===== config.mk =====
export PLATFORM = sky130hd
export DESIGN_NAME = rv_core_ex
export DESIGN_NICKNAME = d
export VERILOG_FILES = /design/src/rv_isa_pkg.sv /design/src/rv_pipe_pkg.sv /design/src/rv_alu1.sv /design/src/rv_alu2.sv /design/src/rv_core_ex.sv /design/src/rv_decode.sv /design/src/rv_regfile.sv /design/src/rv_result.sv
export SDC_FILE = /design/constraint.sdc
export NUM_CORES = 2
export LEC_CHECK = 0
export ABC_CLOCK_PERIOD_IN_PS = 12750
export BUFFER_PORTS_ARGS = -buffer_cell sky130_fd_sc_hd__clkbuf_2
export CAP_MARGIN = 20
export CORE_MARGIN = 4
export CORE_UTILIZATION = 45
export CTS_BUF_LIST = sky130_fd_sc_hd__clkbuf_16
export DETAILED_ROUTE_END_ITERATION = 7
export SLEW_MARGIN = 20
export SYNTH_ARGS = -nofsm -noshare
export SYNTH_HDL_FRONTEND = slang
export SYNTH_SLANG_ARGS = --single-unit

===== constraint.sdc =====
create_clock -name i_clk -period 12.75 [get_ports i_clk]
set_clock_uncertainty 0.1 [all_clocks]
set_input_delay 2.55 -clock i_clk [delete_from_list [all_inputs] [get_ports i_clk]]
set_output_delay 2.55 -clock i_clk [all_outputs]
set_load 0.01 [all_outputs]

===== src/rv_isa_pkg.sv =====
package rv_isa_pkg;

    typedef logic [31:0] word_t;
    typedef logic [4:0]  reg_idx_t;
    typedef logic [2:0]  funct3_t;
    typedef logic [3:0]  byte_sel_t;    // one enable per byte lane.

    // major opcodes of the supported subset.
    typedef enum logic [6:0] {
        OPC_OP      = 7'b0110011,
        OPC_OP_IMM  = 7'b0010011,
        OPC_LUI     = 7'b0110111,
        OPC_AUIPC   = 7'b0010111,
        OPC_JAL     = 7'b1101111,
        OPC_JALR    = 7'b1100111,
        OPC_BRANCH  = 7'b1100011,
        OPC_STORE   = 7'b0100011,
        OPC_ILLEGAL = 7'b0000000
    } opcode_t;

    typedef enum logic [3:0] {
        ALU_ADD,
        ALU_SUB,
        ALU_SLL,
        ALU_SLT,
        ALU_SLTU,
        ALU_XOR,
        ALU_SRL,
        ALU_SRA,
        ALU_OR,
        ALU_AND,
        ALU_PASS2    // lui.
    } alu_op_t;

    typedef enum logic [2:0] {
        BR_EQ  = 3'b000,
        BR_NE  = 3'b001,
        BR_LT  = 3'b100,
        BR_GE  = 3'b101,
        BR_LTU = 3'b110,
        BR_GEU = 3'b111
    } br_cond_t;

    // store sizes.
    localparam funct3_t F3_SB = 3'b000;
    localparam funct3_t F3_SH = 3'b001;

endpackage


===== src/rv_pipe_pkg.sv =====
package rv_pipe_pkg;

    // decoded instruction, decode to rv_alu1.
    typedef struct packed {
        logic                 valid;
        rv_isa_pkg::reg_idx_t rs1;
        rv_isa_pkg::reg_idx_t rs2;
        rv_isa_pkg::reg_idx_t rd;
        rv_isa_pkg::word_t    imm;
        rv_isa_pkg::funct3_t  funct3;
        rv_isa_pkg::alu_op_t  alu_op;
        logic                 op1_pc;
        logic                 op2_imm;
        logic                 reg_write;
        logic                 is_jal;
        logic                 is_jalr;
        logic                 is_branch;
        logic                 is_store;
    } dec_ctrl_t;

    typedef struct packed {
        logic                  valid;
        rv_isa_pkg::reg_idx_t  rd;
        logic                  reg_write;
        rv_isa_pkg::alu_op_t   alu_op;
        rv_isa_pkg::funct3_t   funct3;
        rv_isa_pkg::word_t     op1;
        rv_isa_pkg::word_t     op2;
        rv_isa_pkg::word_t     pc_target;
        rv_isa_pkg::word_t     link;
        logic                  is_jump;
        logic                  is_branch;
        logic                  is_store;
        rv_isa_pkg::word_t     st_data;
        rv_isa_pkg::byte_sel_t st_sel;
    } ex1_t;

    typedef struct packed {
        logic                  valid;
        rv_isa_pkg::reg_idx_t  rd;
        logic                  reg_write;
        rv_isa_pkg::word_t     result;
        rv_isa_pkg::word_t     link;
        logic                  is_jump;
        logic                  is_store;
        rv_isa_pkg::word_t     st_addr;
        rv_isa_pkg::word_t     st_data;
        rv_isa_pkg::byte_sel_t st_sel;
    } ex2_t;

endpackage


===== src/rv_alu1.sv =====
`timescale 1ns/1ps

module rv_alu1
#(
    parameter int IADDR_BITS = 16
)
(
    input  logic                   i_clk,
    input  logic                   i_arst_n,
    input  logic                   i_stall,
    input  logic                   i_flush,
    input  rv_pipe_pkg::dec_ctrl_t i_ctrl,
    input  rv_isa_pkg::word_t      i_pc,
    input  rv_isa_pkg::word_t      i_rdata1,
    input  rv_isa_pkg::word_t      i_rdata2,
    output rv_pipe_pkg::ex1_t      o_ex1
);
    import rv_isa_pkg::*;
    import rv_pipe_pkg::*;

    localparam word_t PC_MASK = word_t'((64'd1 << IADDR_BITS) - 64'd1);

    dec_ctrl_t ctrl_q;
    word_t     pc_q, rdata1_q, rdata2_q;
    word_t     target_base, pc_target;
    word_t     st_data;
    byte_sel_t st_sel;

    always_ff @(posedge i_clk or negedge i_arst_n)
    begin
        if (!i_arst_n)
        begin
            ctrl_q   <= '0;
            pc_q     <= '0;
            rdata1_q <= '0;
            rdata2_q <= '0;
        end
        else if (i_flush)
            ctrl_q.valid <= 1'b0;           // squash the slot behind a redirect.
        else if (!i_stall)
        begin
            ctrl_q   <= i_ctrl;
            pc_q     <= i_pc & PC_MASK;
            rdata1_q <= i_rdata1;
            rdata2_q <= i_rdata2;
        end
    end

    assign target_base = (ctrl_q.is_jalr || ctrl_q.is_store) ? rdata1_q : pc_q;

    always_comb
    begin
        pc_target = target_base + ctrl_q.imm;
        if (ctrl_q.is_jalr)
            pc_target[0] = 1'b0;
        pc_target = pc_target & PC_MASK;
    end

    // replicate the store data over the lanes, select by address.
    always_comb
    begin
        case (ctrl_q.funct3)
            F3_SB:
            begin
                st_data = {4{rdata2_q[7:0]}};
                st_sel  = 4'b0001 << pc_target[1:0];
            end
            F3_SH:
            begin
                st_data = {2{rdata2_q[15:0]}};
                st_sel  = 4'b0011 << {pc_target[1], 1'b0};
            end
            default:
            begin
                st_data = rdata2_q;
                st_sel  = 4'b1111;
            end
        endcase
    end

    always_comb
    begin
        o_ex1           = '0;
        o_ex1.valid     = ctrl_q.valid;
        o_ex1.rd        = ctrl_q.rd;
        o_ex1.reg_write = ctrl_q.reg_write;
        o_ex1.alu_op    = ctrl_q.alu_op;
        o_ex1.funct3    = ctrl_q.funct3;
        o_ex1.op1       = ctrl_q.op1_pc ? pc_q : rdata1_q;
        o_ex1.op2       = ctrl_q.op2_imm ? ctrl_q.imm : rdata2_q;
        o_ex1.pc_target = pc_target;
        o_ex1.link      = (pc_q + 32'd4) & PC_MASK;
        o_ex1.is_jump   = ctrl_q.is_jal | ctrl_q.is_jalr;
        o_ex1.is_branch = ctrl_q.is_branch;
        o_ex1.is_store  = ctrl_q.is_store;
        o_ex1.st_data   = st_data;
        o_ex1.st_sel    = st_sel;
    end

    a_store_no_write: assert property (@(posedge i_clk) disable iff (!i_arst_n)
        ctrl_q.valid && ctrl_q.is_store |-> !ctrl_q.reg_write);

endmodule


===== src/rv_alu2.sv =====
`timescale 1ns/1ps

module rv_alu2
(
    input  logic               i_clk,
    input  logic               i_arst_n,
    input  logic               i_stall,
    input  rv_pipe_pkg::ex1_t  i_ex1,
    output rv_pipe_pkg::ex2_t  o_ex2,
    output logic               o_redirect,
    output rv_isa_pkg::word_t  o_redirect_pc
);
    import rv_isa_pkg::*;
    import rv_pipe_pkg::*;

    word_t op1, op2, alu_res;
    logic  eq, lt, ltu, cond;
    ex2_t  ex2_q;
    logic  taken_q;
    word_t target_q;

    assign op1 = i_ex1.op1;
    assign op2 = i_ex1.op2;
    assign eq  = (op1 == op2);
    assign lt  = ($signed(op1) < $signed(op2));
    assign ltu = (op1 < op2);

    always_comb
    begin
        case (i_ex1.alu_op)
            ALU_ADD:  alu_res = op1 + op2;
            ALU_SUB:  alu_res = op1 - op2;
            ALU_SLL:  alu_res = op1 << op2[4:0];
            ALU_SLT:  alu_res = word_t'(lt);
            ALU_SLTU: alu_res = word_t'(ltu);
            ALU_XOR:  alu_res = op1 ^ op2;
            ALU_SRL:  alu_res = op1 >> op2[4:0];
            ALU_SRA:  alu_res = word_t'($signed(op1) >>> op2[4:0]);
            ALU_OR:   alu_res = op1 | op2;
            ALU_AND:  alu_res = op1 & op2;
            default:  alu_res = op2;        // pass-op2.
        endcase
    end

    always_comb
    begin
        case (br_cond_t'(i_ex1.funct3))
            BR_EQ:   cond = eq;
            BR_NE:   cond = !eq;
            BR_LT:   cond = lt;
            BR_GE:   cond = !lt;
            BR_LTU:  cond = ltu;
            BR_GEU:  cond = !ltu;
            default: cond = 1'b0;
        endcase
    end

    always_ff @(posedge i_clk or negedge i_arst_n)
    begin
        if (!i_arst_n)
        begin
            ex2_q    <= '0;
            taken_q  <= 1'b0;
            target_q <= '0;
        end
        else if (o_redirect)
            ex2_q.valid <= 1'b0;            // wrong-path slot.
        else if (!i_stall)
        begin
            ex2_q.valid     <= i_ex1.valid;
            ex2_q.rd        <= i_ex1.rd;
            ex2_q.reg_write <= i_ex1.reg_write;
            ex2_q.result    <= alu_res;
            ex2_q.link      <= i_ex1.link;
            ex2_q.is_jump   <= i_ex1.is_jump;
            ex2_q.is_store  <= i_ex1.is_store;
            ex2_q.st_addr   <= i_ex1.pc_target;
            ex2_q.st_data   <= i_ex1.st_data;
            ex2_q.st_sel    <= i_ex1.st_sel;
            taken_q         <= i_ex1.is_jump | (i_ex1.is_branch & cond);
            target_q        <= i_ex1.pc_target;
        end
    end

    assign o_ex2         = ex2_q;
    assign o_redirect    = ex2_q.valid & taken_q & !i_stall;   // held back while stalled.
    assign o_redirect_pc = target_q;

    a_no_redirect_in_stall: assert property (@(posedge i_clk) disable iff (!i_arst_n)
        i_stall |-> !o_redirect);

endmodule


===== src/rv_core_ex.sv =====
`timescale 1ns/1ps

module rv_core_ex
#(
    parameter int IADDR_BITS = 16
)
(
    input  logic                  i_clk,
    input  logic                  i_arst_n,
    input  logic                  i_valid,
    input  rv_isa_pkg::word_t     i_instr,
    input  rv_isa_pkg::word_t     i_pc,
    input  logic                  i_stall,
    output logic                  o_wb_valid,
    output rv_isa_pkg::reg_idx_t  o_wb_rd,
    output rv_isa_pkg::word_t     o_wb_data,
    output logic                  o_st_valid,
    output rv_isa_pkg::word_t     o_st_addr,
    output rv_isa_pkg::word_t     o_st_data,
    output rv_isa_pkg::byte_sel_t o_st_sel,
    output logic                  o_redirect,
    output rv_isa_pkg::word_t     o_redirect_pc
);
    import rv_isa_pkg::*;
    import rv_pipe_pkg::*;

    dec_ctrl_t ctrl;
    ex1_t      ex1;
    ex2_t      ex2;
    word_t     rdata1, rdata2, wdata;
    reg_idx_t  wrd;
    logic      we;

    rv_decode u_decode
    (
        .i_valid  (i_valid),
        .i_instr  (i_instr),
        .o_ctrl   (ctrl)
    );

    rv_regfile u_regfile
    (
        .i_clk    (i_clk),
        .i_arst_n (i_arst_n),
        .i_rs1    (ctrl.rs1),
        .i_rs2    (ctrl.rs2),
        .o_rdata1 (rdata1),
        .o_rdata2 (rdata2),
        .i_we     (we),
        .i_wrd    (wrd),
        .i_wdata  (wdata),
        .i_hold   (i_stall)
    );

    rv_alu1
    #(
        .IADDR_BITS (IADDR_BITS)
    )
    u_alu1
    (
        .i_clk    (i_clk),
        .i_arst_n (i_arst_n),
        .i_stall  (i_stall),
        .i_flush  (o_redirect),     // redirect doubles as flush.
        .i_ctrl   (ctrl),
        .i_pc     (i_pc),
        .i_rdata1 (rdata1),
        .i_rdata2 (rdata2),
        .o_ex1    (ex1)
    );

    rv_alu2 u_alu2
    (
        .i_clk         (i_clk),
        .i_arst_n      (i_arst_n),
        .i_stall       (i_stall),
        .i_ex1         (ex1),
        .o_ex2         (ex2),
        .o_redirect    (o_redirect),
        .o_redirect_pc (o_redirect_pc)
    );

    rv_result u_result
    (
        .i_clk      (i_clk),
        .i_arst_n   (i_arst_n),
        .i_stall    (i_stall),
        .i_ex2      (ex2),
        .o_we       (we),
        .o_wrd      (wrd),
        .o_wdata    (wdata),
        .o_wb_valid (o_wb_valid),
        .o_wb_rd    (o_wb_rd),
        .o_wb_data  (o_wb_data),
        .o_st_valid (o_st_valid),
        .o_st_addr  (o_st_addr),
        .o_st_data  (o_st_data),
        .o_st_sel   (o_st_sel)
    );

endmodule


===== src/rv_decode.sv =====
`timescale 1ns/1ps

module rv_decode
(
    input  logic                   i_valid,
    input  rv_isa_pkg::word_t      i_instr,
    output rv_pipe_pkg::dec_ctrl_t o_ctrl
);
    import rv_isa_pkg::*;
    import rv_pipe_pkg::*;

    opcode_t   opc;
    funct3_t   funct3;
    logic      alt;                     // bit 30, sub and sra.
    word_t     imm_i, imm_s, imm_b, imm_u, imm_j;
    alu_op_t   arith_op;
    dec_ctrl_t ctrl;

    assign opc    = opcode_t'(i_instr[6:0]);
    assign funct3 = i_instr[14:12];
    assign alt    = i_instr[30];

    assign imm_i = {{20{i_instr[31]}}, i_instr[31:20]};
    assign imm_s = {{20{i_instr[31]}}, i_instr[31:25], i_instr[11:7]};
    assign imm_b = {{19{i_instr[31]}}, i_instr[31], i_instr[7], i_instr[30:25],
                    i_instr[11:8], 1'b0};
    assign imm_u = {i_instr[31:12], 12'b0};
    assign imm_j = {{11{i_instr[31]}}, i_instr[31], i_instr[19:12], i_instr[20],
                    i_instr[30:21], 1'b0};

    always_comb
    begin
        case (funct3)
            3'b000:  arith_op = (alt && opc == OPC_OP) ? ALU_SUB : ALU_ADD;
            3'b001:  arith_op = ALU_SLL;
            3'b010:  arith_op = ALU_SLT;
            3'b011:  arith_op = ALU_SLTU;
            3'b100:  arith_op = ALU_XOR;
            3'b101:  arith_op = alt ? ALU_SRA : ALU_SRL;
            3'b110:  arith_op = ALU_OR;
            default: arith_op = ALU_AND;
        endcase
    end

    // branches compare rs1 with rs2, their pc-relative target comes from rv_alu1.
    always_comb
    begin
        ctrl        = '0;
        ctrl.valid  = i_valid;
        ctrl.rs1    = i_instr[19:15];
        ctrl.rs2    = i_instr[24:20];
        ctrl.rd     = i_instr[11:7];
        ctrl.funct3 = funct3;
        ctrl.imm    = imm_i;
        ctrl.alu_op = ALU_ADD;
        case (opc)
            OPC_OP:
            begin
                ctrl.alu_op    = arith_op;
                ctrl.reg_write = 1'b1;
            end
            OPC_OP_IMM:
            begin
                ctrl.alu_op    = arith_op;
                ctrl.op2_imm   = 1'b1;
                ctrl.reg_write = 1'b1;
            end
            OPC_LUI:
            begin
                ctrl.rs1       = '0;
                ctrl.imm       = imm_u;
                ctrl.alu_op    = ALU_PASS2;
                ctrl.op2_imm   = 1'b1;
                ctrl.reg_write = 1'b1;
            end
            OPC_AUIPC:
            begin
                ctrl.imm       = imm_u;
                ctrl.op1_pc    = 1'b1;
                ctrl.op2_imm   = 1'b1;
                ctrl.reg_write = 1'b1;
            end
            OPC_JAL:
            begin
                ctrl.imm       = imm_j;
                ctrl.op1_pc    = 1'b1;
                ctrl.op2_imm   = 1'b1;
                ctrl.is_jal    = 1'b1;
                ctrl.reg_write = 1'b1;
            end
            OPC_JALR:
            begin
                ctrl.op2_imm   = 1'b1;
                ctrl.is_jalr   = 1'b1;
                ctrl.reg_write = 1'b1;
            end
            OPC_BRANCH:
            begin
                ctrl.imm       = imm_b;
                ctrl.is_branch = 1'b1;
            end
            OPC_STORE:
            begin
                ctrl.imm       = imm_s;
                ctrl.is_store  = 1'b1;
            end
            default: ctrl.valid = 1'b0;     // bubble.
        endcase
    end

    assign o_ctrl = ctrl;

    always_comb
    begin
        if (o_ctrl.valid)
            assert (!$isunknown(o_ctrl.alu_op))
            else $error("rv_decode: valid instruction with unknown alu_op");
    end

endmodule


===== src/rv_regfile.sv =====
`timescale 1ns/1ps

module rv_regfile
(
    input  logic                 i_clk,
    input  logic                 i_arst_n,
    input  rv_isa_pkg::reg_idx_t i_rs1,
    input  rv_isa_pkg::reg_idx_t i_rs2,
    output rv_isa_pkg::word_t    o_rdata1,
    output rv_isa_pkg::word_t    o_rdata2,
    input  logic                 i_we,
    input  rv_isa_pkg::reg_idx_t i_wrd,
    input  rv_isa_pkg::word_t    i_wdata,
    input  logic                 i_hold
);
    import rv_isa_pkg::*;

    word_t regs [32];

    always_ff @(posedge i_clk or negedge i_arst_n)
    begin
        if (!i_arst_n)
            regs <= '{default: '0};
        else if (i_we && !i_hold && i_wrd != '0)
            regs[i_wrd] <= i_wdata;
    end

    // x0 is hardwired.
    assign o_rdata1 = (i_rs1 == '0) ? '0 : regs[i_rs1];
    assign o_rdata2 = (i_rs2 == '0) ? '0 : regs[i_rs2];

endmodule


===== src/rv_result.sv =====
`timescale 1ns/1ps

module rv_result
(
    input  logic                  i_clk,
    input  logic                  i_arst_n,
    input  logic                  i_stall,
    input  rv_pipe_pkg::ex2_t     i_ex2,
    output logic                  o_we,
    output rv_isa_pkg::reg_idx_t  o_wrd,
    output rv_isa_pkg::word_t     o_wdata,
    output logic                  o_wb_valid,
    output rv_isa_pkg::reg_idx_t  o_wb_rd,
    output rv_isa_pkg::word_t     o_wb_data,
    output logic                  o_st_valid,
    output rv_isa_pkg::word_t     o_st_addr,
    output rv_isa_pkg::word_t     o_st_data,
    output rv_isa_pkg::byte_sel_t o_st_sel
);
    import rv_isa_pkg::*;

    logic  we;
    word_t wdata;

    assign we    = i_ex2.valid & i_ex2.reg_write & (i_ex2.rd != '0);
    assign wdata = i_ex2.is_jump ? i_ex2.link : i_ex2.result;

    // the register file is written at the same edge that loads the ports.
    assign o_we    = we;
    assign o_wrd   = i_ex2.rd;
    assign o_wdata = wdata;

    always_ff @(posedge i_clk or negedge i_arst_n)
    begin
        if (!i_arst_n)
        begin
            o_wb_valid <= 1'b0;
            o_wb_rd    <= '0;
            o_wb_data  <= '0;
            o_st_valid <= 1'b0;
            o_st_addr  <= '0;
            o_st_data  <= '0;
            o_st_sel   <= '0;
        end
        else
        begin
            o_wb_valid <= we & !i_stall;
            o_wb_rd    <= i_ex2.rd;
            o_wb_data  <= wdata;
            o_st_valid <= i_ex2.valid & i_ex2.is_store & !i_stall;
            o_st_addr  <= i_ex2.st_addr;
            o_st_data  <= i_ex2.st_data;
            o_st_sel   <= i_ex2.st_sel;
        end
    end

endmodule


==> run summary <==
CRITICAL PATH
---------------------------------------------------------------------------------
Startpoint type of the worst setup path                                 input pin
Minimum setup slack among reg-to-reg paths                                7.15 ns
Critical-path maximum fanout                                                   37
Required time reported for the critical path endpoint                    13.36 ns
Setup CP Type                                                        input pin to register
Series of cell instances along the critical path                     clkbuf_2 -> nand2b_1 -> nor3_2 -> buf_4 -> nand2_4 -> nand2_4 -> nand2_2 -> buf_4 -> nor3_1 -> nor2_4 -> buf_4 -> o221ai_1 -> o21ai_0
Cell repeated most along the worst path                              sky130_fd_sc_hd__buf_4
Cell with the biggest individual delay on the critical path          sky130_fd_sc_hd__nand2_2
Type of destination of the critical path                                 register
Worst EP arrival                                                          7.28 ns
Worst stage delay on the critical path                                    0.73 ns

PLACE
---------------------------------------------------------------------------------
Count of buffers from port buffering                                          159
Detailed-placement wirelength estimate                                  192000 um
Last weighted congestion value of the routability-driven placer              1.04
Placed Area                                                           77900 sq um

POWER AND IR DROP
---------------------------------------------------------------------------------
Largest voltage drop on the vdd net                                    0.000146 V
Lkg Pwr                                                                   36.2 nW
Power per standard cell area                                          127 nW/um^2
Post-layout total power                                                   10.5 mW

LOGIC SYNTHESIS
---------------------------------------------------------------------------------
Seq/Total Area, Yosys                                                       45.1%
Flip-flop and latch count after synthesis                                    1357
Prevailing post-synth register cell                                  sky130_fd_sc_hd__dfrtp_1
Async set-reset flop share out of synthesis                                  100%
Number of warning messages in the yosys log                                     0
Number of flops mapped to enable cells by yosys                                 0
Synth Area per Inst                                                    9.64 sq um
Synth Instances                                                              7816
Post-synth design cell area                                           75400 sq um
Number of unique standard cell types used by synthesis                         93

ROUTE
---------------------------------------------------------------------------------
Final Routed Wirelength                                                 306000 um
Number of detailed-route iterations in the first pass                           7
DRC violation count after routing                                               0
Average detailed-routed wire length per instance                          30.9 um
Via count                                                                   63626
Post-DR vias/cell                                                            6.45
Antenna Nets Post-Route                                                         0
Starting DRC count in detailed routing                                       8522

CELLS AND AREA
---------------------------------------------------------------------------------
Post-route cell area                                                  82800 sq um
Synthesis-to-finish area growth                                             9.89%
Top library cells by usage in the layout, fill and taps aside        sky130_fd_sc_hd__nand2_1 (1609), sky130_fd_sc_hd__dfrtp_1 (1354), sky130_fd_sc_hd__o21ai_0 (1278)
Layout cell share with drive strength beyond 1                              15.5%
Most common cell after layout, fill and taps aside                   sky130_fd_sc_hd__nand2_1
Net count reported at finish                                                 7731
Count of fill cells added during filler insertion                           15292
Final Util                                                                  50.0%

DIE
---------------------------------------------------------------------------------
Full die area                                                        174000 sq um
Die Width                                                                  417 um
Die extent in y                                                            417 um
Starting Density                                                            45.5%
# rows                                                                        149
Top Ports                                                                     208
Area inside the core boundary                                        166000 sq um

CLOCKING
---------------------------------------------------------------------------------
# clock sinks                                                                1357
Source-to-sink clock delay at the later pin of the worst-skew pair        0.81 ns
TritonCTS clock tree                                                          yes
Clk Tree Root Cell                                                   sky130_fd_sc_hd__clkbuf_16
Number of instances resized during post-cts repair                              0
Max H-tree Level                                                                4
Post-CTS setup-driven buffer insertion count                                    0
CTS Buffer Depth                                                                3
Hold-fix buffers, CTS                                                           0
Number of CTS-inserted buffers                                                152
CTS clock-pin slew for the worst setup and hold paths                     0.06 ns

TIMING
---------------------------------------------------------------------------------
Rel. slew slack                                                             18.4%
Post-route fraction of the period consumed by the critical path             52.3%
Max-slew violation total from the final report                                  0
Number of endpoints with negative hold slack in the final report                0
Setup Viol. Count Final                                                         0
Minimum clock period after layout                                         6.67 ns
Unrepaired setup endpoints after global routing                             false
Sum of negative setup slack                                                  0 ns
Transition time at the pin with the least slew margin                     1.21 ns
Max Clk Rate                                                              150 MHz

WORST HOLD PATH
---------------------------------------------------------------------------------
Class of the tightest hold or removal check                          register to register

GLOBAL ROUTING
---------------------------------------------------------------------------------
Maximum number of pins on one net before global-route repair                  178
Global-route usage over all layers                                          34.7%
Number of antenna violations at the first check in global routing              17
Overflow left after global routing                                              0
Vias in the first global route                                              61034
First-pass GRT wire length                                              440000 um

STATUS
---------------------------------------------------------------------------------
Status                                                                  completed

FLOW RUN
---------------------------------------------------------------------------------
Max-Cap Viols                                                                   0

[Yosys cell counts, drive strengths merged (10+ instances only)]
cell type  count  area share, %
a311oi        10           0.12
nand2b        40           0.33
and3          42           0.35
mux4         386             12
xnor2         19           0.22
dfrtp       1357             45
a22oi         54           0.54
nor3          51           0.35
and2          16           0.13
a21o          22           0.22
nand3        146           0.97
a221oi       167            1.9
a221o         16           0.21
o31ai         13           0.13
or3           14           0.12
xor2          16           0.19
a21oi        270            1.8
a211o         29           0.34
o211ai        27           0.27
mux2i        269            3.6
clkbuf       613            3.1
nor2b         56           0.46
ha           113            1.9
inv          140           0.70
o22ai         52           0.43
o21bai        11           0.11
o221ai        56           0.65
buf          174            1.3
a31oi         40           0.33
nor4          44           0.38
a211oi        33           0.34
o311ai        11           0.13
mux2         131            2.0
nand2       1649            8.2
nor2         307            1.5
o21a          10           0.10
o21ai       1292            8.6
[critical path, delay by kind of cell]
| family | cells | cell delay, ns |
|---|---|---|
| compound gates | 2 | 0.44 |
| buf+inv | 4 | 1.40 |
| simple gates | 7 | 2.75 |
[cell type report]
cell class	count	area, sq um	area share, %
inverters	141	537	0.648
diodes	12	30.0	0.0363
well taps	2189	2740	3.31
flip-flops and latches	1357	34000	41.0
repair buffers	333	2420	2.93
clock buffers	157	3930	4.74
clock inverters	121	821	0.991
multi-input cells	5562	38400	46.3
[through the flow]
step | hold slack [ns] | std cells | setup WS (ns)
final | 0.271 | 9872 | 6.08
after global routing | 0.282 | 9863 | 6.17
after CTS | 0.271 | 9854 | 6.38
after detailed placement | 0.258 | 9576 | 5.52
after global placement | 0.260 | 9574 | 5.63
after floorplan | 0.252 | 7847 | 7.24
[metal layers]
layer / track usage [%] / part of all wire (%)
met2: 52.1 / 44
met5: 0 / 0.016
met3: 8.15 / 9.7
met1: 46.8 / 40
met4: 18.2 / 6.0
[logic make-up after synthesis]
| family | share of synthesized area (%) |
|---|---|
| adder cells (fa/ha/maj) | 1.96 |
| multiplexers | 17.1 |
| buffers and inverters | 5.05 |
| XOR/XNOR | 0.407 |
| other | 0.00498 |
| flip-flops | 45.1 |
| AO/OA/AOI/OAI | 17.1 |
| AND/OR/NAND/NOR | 13.3 |
[registers in the layout, summed over array words and instances (netlist names), 32 cells and up]
signal	flops
u_regfile.regs	1024
u_alu1.rdata1_q	32
u_result.o_wb_data	32
u_result.o_st_data	32
u_alu1.rdata2_q	32
u_alu2.o_ex2	109
u_alu1.ctrl_q	36
[final timing paths]
| check | end | depth (start not counted) | startpoint |
|---|---|---|---|
| worst max-delay path | u_alu1.rdata1_q[26]$_DFFE_PN0P_ | 13 | i_instr[6] |
| worst min-delay path | u_result.o_st_data[27]$_DFF_PN0_ | 0 | u_alu2.o_ex2[31]$_DFFE_PN0P_ |
| worst max register to register | u_alu2.o_ex2[121]$_DFFE_PN0P_ | 13 | u_alu1.ctrl_q[5]$_DFFE_PN0P_ |
| worst min register to register | u_result.o_st_data[27]$_DFF_PN0_ | 0 | u_alu2.o_ex2[31]$_DFFE_PN0P_ |
| max in group asynchronous | u_result.o_wb_data[10]$_DFF_PN0_ | 3 | i_arst_n |
| min in group asynchronous | u_result.o_st_data[20]$_DFF_PN0_ | 1 | i_arst_n |
[power by group]
| group | total (mW) | internal, mW | switching [mW] |
|---|---|---|---|
| sequential | 4.58 | 4.43 | 0.149 |
| clock | 4.24 | 2.35 | 1.90 |
| combinational | 1.70 | 0.466 | 1.23 |
(Power assumes the default switching activity.)
